$ cat src/design/dwc_defs.svh
`ifndef DWC_DEFS_SVH
`define DWC_DEFS_SVH

////////////////////
// bus widths
////////////////////

// master and slave share these
`define DWC_ADDR_W 32
`define DWC_ID_W 4
`define DWC_USER_W 4

// slave data bus, 4 bytes per beat so max slave size is 2
`define DWC_DATA_OUT_W 32

////////////////////
// buffering
////////////////////

// entries in the pre-calculated command queue
`define DWC_FIFO_DEPTH 4

`endif

$ cat src/design/dwc_pkg.sv
`include "dwc_defs.svh"

package dwc_pkg;

  // widths with a meaning of their own
  typedef logic [`DWC_ADDR_W-1:0] addr_t;
  typedef logic [7:0]             axi_len_t;
  typedef logic [2:0]             axi_size_t;
  // total slave beats of one master command
  typedef logic [12:0]            beat_cnt_t;

  // axi burst encoding
  typedef enum logic [1:0] {
    FIXED = 2'b00,
    INCR  = 2'b01,
    WRAP  = 2'b10
  } burst_e;

  // splitter fsm
  typedef enum logic [1:0] {
    IDLE,
    ISSUE,
    NEXT
  } split_state_e;

  ////////////////////
  // command structs
  ////////////////////

  // one aw command, master or slave side
  typedef struct packed {
    logic [`DWC_ID_W-1:0]   id;
    addr_t                  addr;
    axi_len_t               len;
    axi_size_t              size;
    burst_e                 burst;
    logic [3:0]             cache;
    logic [1:0]             lock;
    logic [2:0]             prot;
    logic [3:0]             qos;
    logic [3:0]             region;
    logic [`DWC_USER_W-1:0] user;
  } addr_cmd_t;

  // master command plus precomputed split info
  typedef struct packed {
    addr_cmd_t  cmd;
    axi_size_t  slv_size;
    axi_size_t  size_diff;
    logic       same_size;
    logic [5:0] len_offset;
    beat_cnt_t  tot_len;
    logic [8:0] fixed_beats;
    addr_t      aligned_addr;
    logic [2:0] wrap_log_len;
  } pre_cmd_t;

endpackage

$ cat src/design/cmd_fifo.sv
`timescale 1ns/1ns
`include "dwc_defs.svh"

module cmd_fifo (
  input  logic              clk,
  input  logic              rst,
  input  dwc_pkg::pre_cmd_t wr_data,
  input  logic              wr_valid,
  output logic              wr_ready,
  output dwc_pkg::pre_cmd_t rd_data,
  output logic              rd_valid,
  input  logic              rd_ready
);

  localparam int DEPTH = `DWC_FIFO_DEPTH;
  localparam int PTR_W = $clog2(DEPTH);

  dwc_pkg::pre_cmd_t mem [DEPTH];

  // msb is the wrap bit
  logic [PTR_W:0] wr_ptr;
  logic [PTR_W:0] rd_ptr;
  logic           full;
  logic           empty;

  // same slot, different lap
  assign full  = (wr_ptr[PTR_W] != rd_ptr[PTR_W]) &&
                 (wr_ptr[PTR_W-1:0] == rd_ptr[PTR_W-1:0]);
  assign empty = (wr_ptr == rd_ptr);

  assign wr_ready = !full;
  assign rd_valid = !empty;
  // head entry, shown combinationally
  assign rd_data  = mem[rd_ptr[PTR_W-1:0]];

  always_ff @(posedge clk or negedge rst)
  begin
    if (!rst)
    begin
      wr_ptr <= '0;
      rd_ptr <= '0;
    end
    else
    begin
      if (wr_valid && !full)
      begin
        wr_ptr <= wr_ptr + 1'b1;
      end
      if (rd_ready && !empty)
      begin
        rd_ptr <= rd_ptr + 1'b1;
      end
    end
  end

  // storage
  always_ff @(posedge clk)
  begin
    if (wr_valid && !full)
    begin
      mem[wr_ptr[PTR_W-1:0]] <= wr_data;
    end
  end

endmodule

$ cat src/design/down_conv_cmd_split.sv
`timescale 1ns/1ns

module down_conv_cmd_split (
  input  logic               clk,
  input  logic               rst,
  input  dwc_pkg::pre_cmd_t  q_cmd,
  input  logic               q_valid,
  output logic               q_ready,
  output dwc_pkg::addr_cmd_t s_cmd,
  output logic               s_valid,
  input  logic               s_ready
);

  // longest incr burst
  localparam dwc_pkg::beat_cnt_t MAX_CHUNK = 13'd256;

  dwc_pkg::split_state_e state;
  dwc_pkg::pre_cmd_t     held;
  // beats left for incr, bursts left otherwise
  dwc_pkg::beat_cnt_t    rem;
  dwc_pkg::beat_cnt_t    rem_init;
  dwc_pkg::beat_cnt_t    chunk;
  dwc_pkg::addr_t        cur_addr;
  logic                  incr_mode;
  logic                  last;

  assign q_ready = (state == dwc_pkg::IDLE);
  assign s_valid = (state == dwc_pkg::ISSUE);

  // one counter, meaning depends on mode
  always_comb
  begin
    if (q_cmd.same_size)
    begin
      rem_init = 13'd1;
    end
    else if (q_cmd.cmd.burst == dwc_pkg::FIXED)
    begin
      rem_init = dwc_pkg::beat_cnt_t'(q_cmd.cmd.len) + 13'd1;
    end
    else
    begin
      rem_init = q_cmd.tot_len;
    end
  end

  // wrap is split like incr
  assign incr_mode = !held.same_size && (held.cmd.burst != dwc_pkg::FIXED);

  // size of this step
  assign chunk = !incr_mode ? 13'd1 : ((rem > MAX_CHUNK) ? MAX_CHUNK : rem);
  assign last  = (rem == chunk);

  ////////////////////
  // slave command
  ////////////////////

  always_comb
  begin
    s_cmd      = held.cmd;
    s_cmd.size = held.slv_size;
    s_cmd.addr = cur_addr;
    if (!held.same_size)
    begin
      s_cmd.burst = dwc_pkg::INCR;
      // fixed master beat becomes a short incr
      if (incr_mode)
      begin
        s_cmd.len = dwc_pkg::axi_len_t'(chunk - 13'd1);
      end
      else
      begin
        s_cmd.len = dwc_pkg::axi_len_t'(held.fixed_beats - 9'd1);
      end
    end
  end

  ////////////////////
  // fsm
  ////////////////////

  always_ff @(posedge clk or negedge rst)
  begin
    if (!rst)
    begin
      state <= dwc_pkg::IDLE;
    end
    else
    begin
      case (state)
        dwc_pkg::IDLE:
        begin
          // entry popped here
          if (q_valid)
          begin
            state <= dwc_pkg::ISSUE;
          end
        end
        dwc_pkg::ISSUE:
        begin
          if (s_ready)
          begin
            state <= last ? dwc_pkg::IDLE : dwc_pkg::NEXT;
          end
        end
        dwc_pkg::NEXT:
        begin
          state <= dwc_pkg::ISSUE;
        end
        default:
        begin
          state <= dwc_pkg::IDLE;
        end
      endcase
    end
  end

  // counters and held entry
  always_ff @(posedge clk)
  begin
    if (state == dwc_pkg::IDLE && q_valid)
    begin
      held     <= q_cmd;
      rem      <= rem_init;
      cur_addr <= q_cmd.aligned_addr;
    end
    else if (state == dwc_pkg::NEXT)
    begin
      rem <= rem - chunk;
      // fixed bursts stay put
      if (incr_mode)
      begin
        cur_addr <= cur_addr + (dwc_pkg::addr_t'(chunk) << held.slv_size);
      end
    end
  end

endmodule

$ cat src/design/down_conv_pre_calc.sv
`timescale 1ns/1ns
`include "dwc_defs.svh"

module down_conv_pre_calc (
  input  logic                clk,
  input  logic                rst,
  input  dwc_pkg::addr_cmd_t  m_cmd,
  input  logic                m_valid,
  output logic                m_ready,
  output dwc_pkg::pre_cmd_t   pre_cmd,
  output logic                pre_valid,
  input  logic                pre_ready
);

  // log2 of slave bus bytes
  localparam int unsigned SLV_MAX = $clog2(`DWC_DATA_OUT_W / 8);

  logic                load;
  dwc_pkg::axi_size_t  slv_size_c;
  dwc_pkg::axi_size_t  size_diff_c;
  logic [5:0]          mst_lo_mask;
  logic [5:0]          len_offset_c;
  dwc_pkg::beat_cnt_t  tot_aligned;
  dwc_pkg::addr_t      slv_lo_mask;
  dwc_pkg::pre_cmd_t   pre_next;

  ////////////////////
  // size reduction
  ////////////////////

  // clamp to slave width
  assign slv_size_c  = (m_cmd.size > SLV_MAX) ? dwc_pkg::axi_size_t'(SLV_MAX) : m_cmd.size;
  assign size_diff_c = m_cmd.size - slv_size_c;

  // byte lanes below master size
  assign mst_lo_mask = ~(6'h3f << m_cmd.size);
  // start offset inside master beat, in slave beats
  assign len_offset_c = (m_cmd.addr[5:0] & mst_lo_mask) >> slv_size_c;

  // master beats expanded to slave beats
  assign tot_aligned = (dwc_pkg::beat_cnt_t'(m_cmd.len) + 13'd1) << size_diff_c;

  // byte lanes below slave size
  assign slv_lo_mask = (dwc_pkg::addr_t'(1) << slv_size_c) - dwc_pkg::addr_t'(1);

  ////////////////////
  // next register value
  ////////////////////

  always_comb
  begin
    pre_next            = '0;
    pre_next.cmd        = m_cmd;
    pre_next.slv_size   = slv_size_c;
    pre_next.size_diff  = size_diff_c;
    pre_next.same_size  = (size_diff_c == 3'd0);
    pre_next.len_offset = len_offset_c;

    // incr loses the skipped leading slave beats
    if (m_cmd.burst == dwc_pkg::FIXED)
    begin
      pre_next.tot_len = tot_aligned;
    end
    else
    begin
      pre_next.tot_len = tot_aligned - {7'b0, len_offset_c};
    end

    // slave beats for one fixed master beat
    pre_next.fixed_beats = (9'd1 << size_diff_c) - {3'b0, len_offset_c};

    // fixed bursts restart at slave-aligned address
    if (m_cmd.burst == dwc_pkg::FIXED && size_diff_c != 3'd0)
    begin
      pre_next.aligned_addr = m_cmd.addr & ~slv_lo_mask;
    end
    else
    begin
      pre_next.aligned_addr = m_cmd.addr;
    end

    // log2 of wrap length
    case (m_cmd.len)
      8'h0f:   pre_next.wrap_log_len = 3'd4;
      8'h07:   pre_next.wrap_log_len = 3'd3;
      8'h03:   pre_next.wrap_log_len = 3'd2;
      default: pre_next.wrap_log_len = 3'd1;
    endcase
  end

  // payload only, valid lives in the controller
  always_ff @(posedge clk)
  begin
    if (load)
    begin
      pre_cmd <= pre_next;
    end
  end

  hold_reg_ctrl u_hold_ctrl (
    .clk        (clk),
    .rst        (rst),
    .src_valid  (m_valid),
    .dst_ready  (pre_ready),
    .load       (load),
    .src_ready  (m_ready),
    .hold_valid (pre_valid)
  );

endmodule

$ cat src/design/dwc_wr_cmd_top.sv
`timescale 1ns/1ns

module dwc_wr_cmd_top (
  input  logic               clk,
  input  logic               rst,
  input  dwc_pkg::addr_cmd_t m_cmd,
  input  logic               m_valid,
  output logic               m_ready,
  output dwc_pkg::addr_cmd_t s_cmd,
  output logic               s_valid,
  input  logic               s_ready
);

  // pre-calc to fifo
  dwc_pkg::pre_cmd_t pre_cmd;
  logic              pre_valid;
  logic              pre_ready;

  // fifo to splitter
  dwc_pkg::pre_cmd_t q_cmd;
  logic              q_valid;
  logic              q_ready;

  down_conv_pre_calc u_pre_calc (
    .clk       (clk),
    .rst       (rst),
    .m_cmd     (m_cmd),
    .m_valid   (m_valid),
    .m_ready   (m_ready),
    .pre_cmd   (pre_cmd),
    .pre_valid (pre_valid),
    .pre_ready (pre_ready)
  );

  cmd_fifo u_cmd_fifo (
    .clk      (clk),
    .rst      (rst),
    .wr_data  (pre_cmd),
    .wr_valid (pre_valid),
    .wr_ready (pre_ready),
    .rd_data  (q_cmd),
    .rd_valid (q_valid),
    .rd_ready (q_ready)
  );

  down_conv_cmd_split u_cmd_split (
    .clk     (clk),
    .rst     (rst),
    .q_cmd   (q_cmd),
    .q_valid (q_valid),
    .q_ready (q_ready),
    .s_cmd   (s_cmd),
    .s_valid (s_valid),
    .s_ready (s_ready)
  );

endmodule

$ cat src/design/hold_reg_ctrl.sv
`timescale 1ns/1ns

module hold_reg_ctrl (
  input  logic clk,
  input  logic rst,
  input  logic src_valid,
  input  logic dst_ready,
  output logic load,
  output logic src_ready,
  output logic hold_valid
);

  // holding register occupied
  logic full;
  // low until first edge after reset
  logic run;

  // empty, or its content leaves this cycle
  assign src_ready = run && (!full || dst_ready);

  // take new data whenever there is room
  assign load = src_valid && src_ready;

  assign hold_valid = full;

  always_ff @(posedge clk or negedge rst)
  begin
    if (!rst)
    begin
      run  <= 1'b0;
      full <= 1'b0;
    end
    else
    begin
      run <= 1'b1;
      // refill wins over drain
      if (load)
      begin
        full <= 1'b1;
      end
      else if (dst_ready)
      begin
        full <= 1'b0;
      end
    end
  end

endmodule

$ cat config.mk
export PLATFORM = sky130hd
export DESIGN_NAME = dwc_wr_cmd_top
export DESIGN_NICKNAME = d
export VERILOG_FILES = /design/src/design/dwc_pkg.sv /design/src/design/cmd_fifo.sv /design/src/design/down_conv_cmd_split.sv /design/src/design/down_conv_pre_calc.sv /design/src/design/dwc_wr_cmd_top.sv /design/src/design/hold_reg_ctrl.sv
export VERILOG_INCLUDE_DIRS = /design/src /design/src/design
export SDC_FILE = /design/constraint.sdc
export NUM_CORES = 1
export LEC_CHECK = 0
export ABC_AREA = 1
export BUFFER_PORTS_ARGS = -buffer_cell sky130_fd_sc_hd__buf_4
export CELL_PAD_IN_SITES_DETAIL_PLACEMENT = 0
export CELL_PAD_IN_SITES_GLOBAL_PLACEMENT = 2
export CORE_ASPECT_RATIO = 1.5
export CORE_MARGIN = 2
export CORE_UTILIZATION = 45
export CTS_CLUSTER_SIZE = 10
export DETAILED_ROUTE_END_ITERATION = 6
export GPL_TIMING_DRIVEN = 0
export PLACE_DENSITY = 0.95
export SLEW_MARGIN = 20
export SYNTH_ARGS = -nofsm -noshare
export SYNTH_HDL_FRONTEND = slang
export SYNTH_SLANG_ARGS = --single-unit
$ cat constraint.sdc
create_clock -name clk -period 11.5 [get_ports clk]
set_input_delay 2.3 -clock clk [delete_from_list [all_inputs] [get_ports clk]]
set_output_delay 2.3 -clock clk [all_outputs]
set_load 0.02 [all_outputs]
==> results.toml, run 1 <==
[outcome]
status = "complete, no violations"

[final_layout]
drive_above_1_share_pct = 13.9
area.growth.synth_to_final_pct = 17.2
nNetsFinal = 2524
antenna_cells = 0
fin_cells = 3104
multi_input_area_um2 = 6980
final.fill_count = 4621
final_area_um2 = 29200
seqCellArea_um2 = 16800
fin_util_pct = 53.4

[floorplanning]
initial_core_util_pct = 45.6
io_pins = 146
die-height_um = 292
die-area_um2 = 57300
die_w_um = 196
coreArea_um2 = 54700
row_count = 105

[routing]
dr.first_iter.drc_count = 1352
ant_nets = 0
vias = 16742
dr.pass1.iters = 6
drc = 0
vias_per_cell = 5.39
avgRoutedWirePerCell_um = 20.8
wirelength_um = 64600

[yosys]
synth_top_family_by_area = "simple AND/OR/NAND/NOR gates"
synthAdderAreaFrac_pct = 3.03
synth_top_area_share_pct = 66.5
synthSimpleGateAreaFrac_pct = 13.2
synth_xor_area_share_pct = 1.51
async_reset_ff_share_pct = 1.78
syn-instance-count = 2155
ys_warn_count = 0
avgSynthCellArea_um2 = 11.6
yosys-top-cells-area = "edfxtp_1, nand2_1, o21ai_0"
synth_edf_count = 552
synth_top_area_cell = "edfxtp_1"
synth_compound_area_share_pct = 9.80
synthMuxAreaShare_pct = 0.0452
synth-seq-cells = 562
synthDistinctLibCells = 55
yosysSeqAreaShare_pct = 67.6
ys.flop_type = "edfxtp_1"
synth_area_um2 = 24900

[placed_design]
gp_congestion = 0.895
dp.cells = 3019
port_buffers = 123
hpwlAfterDp_um = 48300
pre_cts_slack_ns = 5.85
placed_area_um2 = 27400

[cts]
root_buffer = "clkbuf_16"
cts_setup_buffers = 0
clk-insertion-delay-late_ns = 0.60
clockBufferDepth = 3
cts_made_buffers = 66
path_clk_slew_ns = 0.07
cts_max_level = 3
cts.sinks = 562
cts_resized = 0
cts_hold_buf = 0
cts_tree = "done"

[global_route]
antenna_found_initial = 0
grt_pass1_wl_um = 97500
gr-total-overflow = 0
grtUsageTotal_pct = 22.6
grt_pass1_vias = 17067
grt_max_degree = 30

[worst_setup_path]
crit_path_max_incr_delay_ns = 0.48
crit_path_start_kind = "flop"
critPathCaptureType = "output port"
worstPathArrival_ns = 3.02
crit_type = "reg2out"
r2r_slack_ns = 7.44
critPathSlowestCell = "edfxtp_1"
critPathRequiredTime_ns = 9.20
cp_common_cell = "nand2_1"
cp_max_fo = 7
worstPathCellList = "nor2_1 -> nand3_1 -> o21ai_2 -> nand4_1 -> nand2_1 -> inv_1 -> ha_1 -> inv_1 -> nor2_1 -> nand2_1 -> o21bai_1 -> nand3_1 -> nand2_1 -> buf_4"

[power]
power-per-cell-area_nw_per_um2 = 292
vdd_drop_max_uv = 131
p_leak_nw = 10.9

[timing]
max_slew.worst_pin.slew_ns = 0.772
finalSetupViolCount = 0
post-route-period-util_pct = 46.3
fin_setup_tns_ns = 0
min_period_ns = 5.32
drv_slew = 0
rsz0062_at_grt = "no"
fmax_mhz = 188
fin_skew_ns = 0.0279
slew_headroom_pct = 48.4
hold_violations = 0
layout_setup_ws_ns = 6.18

[job]
cap_viol_max_count = 0

[min_path]
min_path_type = "reg2reg"
[layout by cell type, fill, tap and decap left out, drive strengths merged, types with 4 or more instances in the layout]
cell type,Yosys,layout
edfxtp,552,552
nand4,19,19
o211ai,7,7
nand2,355,355
a21o,6,6
nand3b,4,4
inv,130,132
fa,4,4
a31oi,8,8
dfrtp,10,10
nor2,270,270
a21oi,78,78
o31ai,4,4
clkbuf,80,158
clkinv,1,6
o22ai,73,73
buf,59,214
or2,7,7
conb,2,16
nor3,17,17
o21ai,229,229
ha,54,54
a32oi,4,4
xnor2,17,17
o21a,4,4
a22oi,4,4
xor2,25,25
o21bai,7,7
nand3,111,111
[kinds of logic (layout without fill, tap and decap cells)]
group,count (synthesis),after routing
adders and majority gates,58,58
xor gates and xnor gates,42,42
and+or+nand+nor,785,785
other,2,16
AOI/OAI and AO/OA,435,435
DFF,562,562
buffers and inverters,270,510
muxes,1,1
[synthesized netlist by cell type, types with 5 or more instances]
cell type,number
xor2_1,24
nand4_1,19
o21bai_1,7
a21oi_1,77
o21ai_1,6
o22ai_1,72
nor2_1,260
edfxtp_1,552
nand3_1,106
nor2_2,7
inv_2,6
buf_4,34
buf_2,21
nand3_2,5
clkbuf_1,80
o21ai_0,221
or2_2,6
inv_1,122
nand2_1,350
nand2_2,5
xnor2_1,17
a31oi_1,8
dfrtp_1,10
o211ai_1,7
ha_1,54
a21o_1,6
nor3_1,16
[layout make-up]
| class | count | share of cell area [%] |
|---|---|---|
| multi-input combinational | 1337 | 23.9 |
| buffer | 139 | 2.43 |
| clock inverter | 7 | 0.304 |
| clock buffer | 78 | 5.81 |
| timing repair buffer | 155 | 5.23 |
| inverter | 131 | 1.70 |
| sequential | 562 | 57.6 |
| tap | 695 | 2.98 |
[report_power, final]
group,internal [mW],switching (mW),leakage (nW),total (mW)
registers,2.89,0.209,5.21,3.10
clock network,1.04,0.758,0.867,1.79
logic,1.21,2.42,4.83,3.63
[per-stage QoR]
stage / total power, mW / hold slack (ns)
4_1_cts: 8.56 / 0.478
3_5_place_dp: 6.76 / 0.477
5_1_grt: 9.02 / 0.493
3_3_place_gp: 6.67 / 0.463
6_report: 8.52 / 0.485
2_1_floorplan: 5.38 / 0.459
[path summary, 6_finish.rpt]
check	start	to	cells past startpoint
setup / recovery	u_cmd_split.rem[1]$_DFFE_PP_	s_cmd[32]	14
hold / removal	u_pre_calc.pre_cmd[51]$_DFFE_PP_	u_cmd_fifo.mem[2][51]$_DFFE_PP_	0
setup reg to reg	u_cmd_split.rem[1]$_DFFE_PP_	u_cmd_split.cur_addr[17]$_DFFE_PP_	16
hold reg to reg	u_pre_calc.pre_cmd[51]$_DFFE_PP_	u_cmd_fifo.mem[2][51]$_DFFE_PP_	0
max in group asynchronous	rst	u_cmd_fifo.rd_ptr[2]$_DFFE_PN0P_	1
min in group asynchronous	rst	u_pre_calc.u_hold_ctrl.run$_DFF_PN0_	1
[per-layer routing]
metal  vias to the layer above  global-route usage, %  routed length [um]
met1                      8031                   25.5               24100
met3                       111                   3.05                3300
met4                         0                   9.85                2360
met2                       547                   42.4               34800
met5                         -                      0                   0
li1                       8053                      -                   -
[critical path: cells and delay by family (launching register included)]
kind / cells / cell delay, ns
buffers and inverters: 3 / 0.28
and+or+nand+nor: 8 / 1.12
DFF: 1 / 0.48
adders and majority gates: 1 / 0.19
AOI/OAI and AO/OA: 2 / 0.35
[registers in the layout, summed over array words and instances, names as in the netlist]
| register | count |
|---|---|
| u_cmd_split.cur_addr | 32 |
| u_pre_calc.u_hold_ctrl.hold_valid | 1 |
| u_cmd_split.s_cmd | 28 |
| u_pre_calc.u_hold_ctrl.run | 1 |
| u_cmd_fifo.wr_ptr | 3 |
| u_cmd_fifo.mem | 368 |
| u_cmd_split.state | 2 |
| u_cmd_fifo.rd_ptr | 3 |
| u_cmd_split.held | 19 |
| u_cmd_split.rem | 13 |
| u_pre_calc.pre_cmd | 92 |
No activity file was read; power rests on OpenSTA's default activity.
==> run 2: changes to the inputs <==
CORE_UTILIZATION = 42   (was 45)
PLACE_DENSITY = 0.91   (was 0.95)
clock period = 5.3 ns   (was 11.5 ns; I/O delays follow)
==> results.toml, run 2 (synthesis gave the netlist of run 1 again) <==
[cts]
cts_setup_buffers = 0
clockBufferDepth = 3
root_buffer = "clkbuf_16"
cts_tree = "done"
cts.sinks = 562
clk-insertion-delay-late_ns = 0.59
cts_max_level = 3
cts_resized = 0
path_clk_slew_ns = 0.06
cts_hold_buf = 0
cts_made_buffers = 66

[final_layout]
final_cell_mix = "edfxtp_1, nand2_1, nor2_1"
drive_above_1_share_pct = 14.0
seqCellArea_um2 = 16800
area.growth.synth_to_final_pct = 18.1
antenna_cells = 0
multi_input_area_um2 = 6980
largest_reg_flops = 368
final_common_cell = "edfxtp_1"
final.fill_count = 5098
nNetsFinal = 2521

[timing]
fmax_mhz = 237
rsz0062_at_grt = "no"
layout_setup_ws_ns = 1.08
slew_headroom_pct = 42.0
min_period_ns = 4.22
holdWs_ns = 0.320
post-route-period-util_pct = 79.7
drv_slew = 0
max_slew.worst_pin.slew_ns = 0.871
hold_violations = 0
fin_skew_ns = 0.0284
finalSetupViolCount = 0

[floorplanning]
coreArea_um2 = 58800
initial_core_util_pct = 42.4
row_count = 109
io_pins = 146
die-area_um2 = 61300
die_w_um = 203
die-height_um = 302

[worst_setup_path]
critPathRequiredTime_ns = 4.24
worstPathCellList = "nor2_1 -> nand3_1 -> o21ai_2 -> nand4_1 -> nand2_1 -> inv_1 -> ha_1 -> inv_1 -> nor2_1 -> inv_1 -> o21ai_0 -> a31oi_1 -> buf_4"
critPathCaptureType = "output port"
crit_path_max_incr_delay_ns = 0.47
cp_max_fo = 7
path_buf_inv = 4
crit_type = "reg2out"
crit_path_start_kind = "flop"
worstPathArrival_ns = 3.16
crit_family = "simple AND/OR/NAND/NOR gates"
critPathSlowestCell = "edfxtp_1"
cp_common_cell = "inv_1"

[routing]
vias_per_cell = 5.32
ant_nets = 0
drc = 0
vias = 16919
dr.pass1.iters = 5
dr.first_iter.drc_count = 1285
wirelength_um = 66600
avgRoutedWirePerCell_um = 20.9

[outcome]
status = "complete, no violations"

[global_route]
antenna_found_initial = 0
gr-total-overflow = 0
grt_max_degree = 40
grt_pass1_vias = 17078
grt_pass1_wl_um = 99500
grtUsageTotal_pct = 21.6

[placed_design]
gp_congestion = 0.886
hpwlAfterDp_um = 50000
port_buffers = 123
pre_cts_slack_ns = 0.813

[power]
p_leak_nw = 10.9
vdd_drop_max_uv = 336
power-per-cell-area_nw_per_um2 = 635

[min_path]
min_path_type = "in2async"

[job]
cap_viol_max_count = 0
==> run 2: changes by cell type in the layout (fill, tap and decap cells not counted), sizes merged <==
cell	change
buf	-3
clkbuf	-7
clkinv	+2
==> run 2: worst paths after layout <==
kind / start / to / slack (ns) / cells past startpoint
setup / recovery: u_cmd_split.rem[1]$_DFFE_PP_ / s_cmd[30] / 1.08 / 13
hold / removal: rst / u_pre_calc.u_hold_ctrl.run$_DFF_PN0_ / 0.32 / 1
setup reg to reg: u_cmd_split.rem[1]$_DFFE_PP_ / u_cmd_split.cur_addr[25]$_DFFE_PP_ / 1.15 / 18
hold reg to reg: u_cmd_fifo.wr_ptr[2]$_DFFE_PN0P_ / u_cmd_fifo.wr_ptr[2]$_DFFE_PN0P_ / 0.48 / 1
max in group asynchronous: rst / u_cmd_split.state[1]$_DFFE_PN0P_ / 4.83 / 1
min in group clk: u_cmd_fifo.wr_ptr[2]$_DFFE_PN0P_ / u_cmd_fifo.wr_ptr[2]$_DFFE_PN0P_ / 0.48 / 1
==> run 2: metrics by stage <==
step	power [mW]	util, %	setup TNS [ns]	cell area [um2]	cells
2_1_floorplan	11.7	-	-0.550	25000	2169
3_3_place_gp	14.6	45.7	-1229.04	26900	3069
3_5_place_dp	14.8	46.9	0	27600	3098
4_1_cts	18.8	50.0	0	29400	3178
5_1_grt	19.8	50.0	0	29400	3178
6_report	18.7	50.0	0	29400	3178
==> run 2: report_power, final <==
part           switching, mW  leakage, nW  internal, mW  total [mW]
Combinational           5.34         4.84          2.67        8.01
Sequential             0.450         5.21          6.26        6.71
Clock                   1.70        0.894          2.26        3.96
==> run 2: cell type report <==
cell class	count	share of cell area [%]
clock buffers	71	5.68
inverters	131	1.69
clock inverters	9	0.596
plain buffers	139	2.41
repair buffers	152	5.37
multi-input cells	1337	23.7
well taps	777	3.31
flip-flops and latches	562	57.2
==> run 2: layer usage <==
| metal | global-route usage [%] | wire length [um] | part of all wire (%) |
|---|---|---|---|
| met5 | 0 | 0 | 0 |
| met4 | 9.09 | 2350 | 3.5 |
| met3 | 2.88 | 3380 | 5.1 |
| met2 | 40.6 | 35800 | 54 |
| met1 | 24.4 | 25100 | 38 |
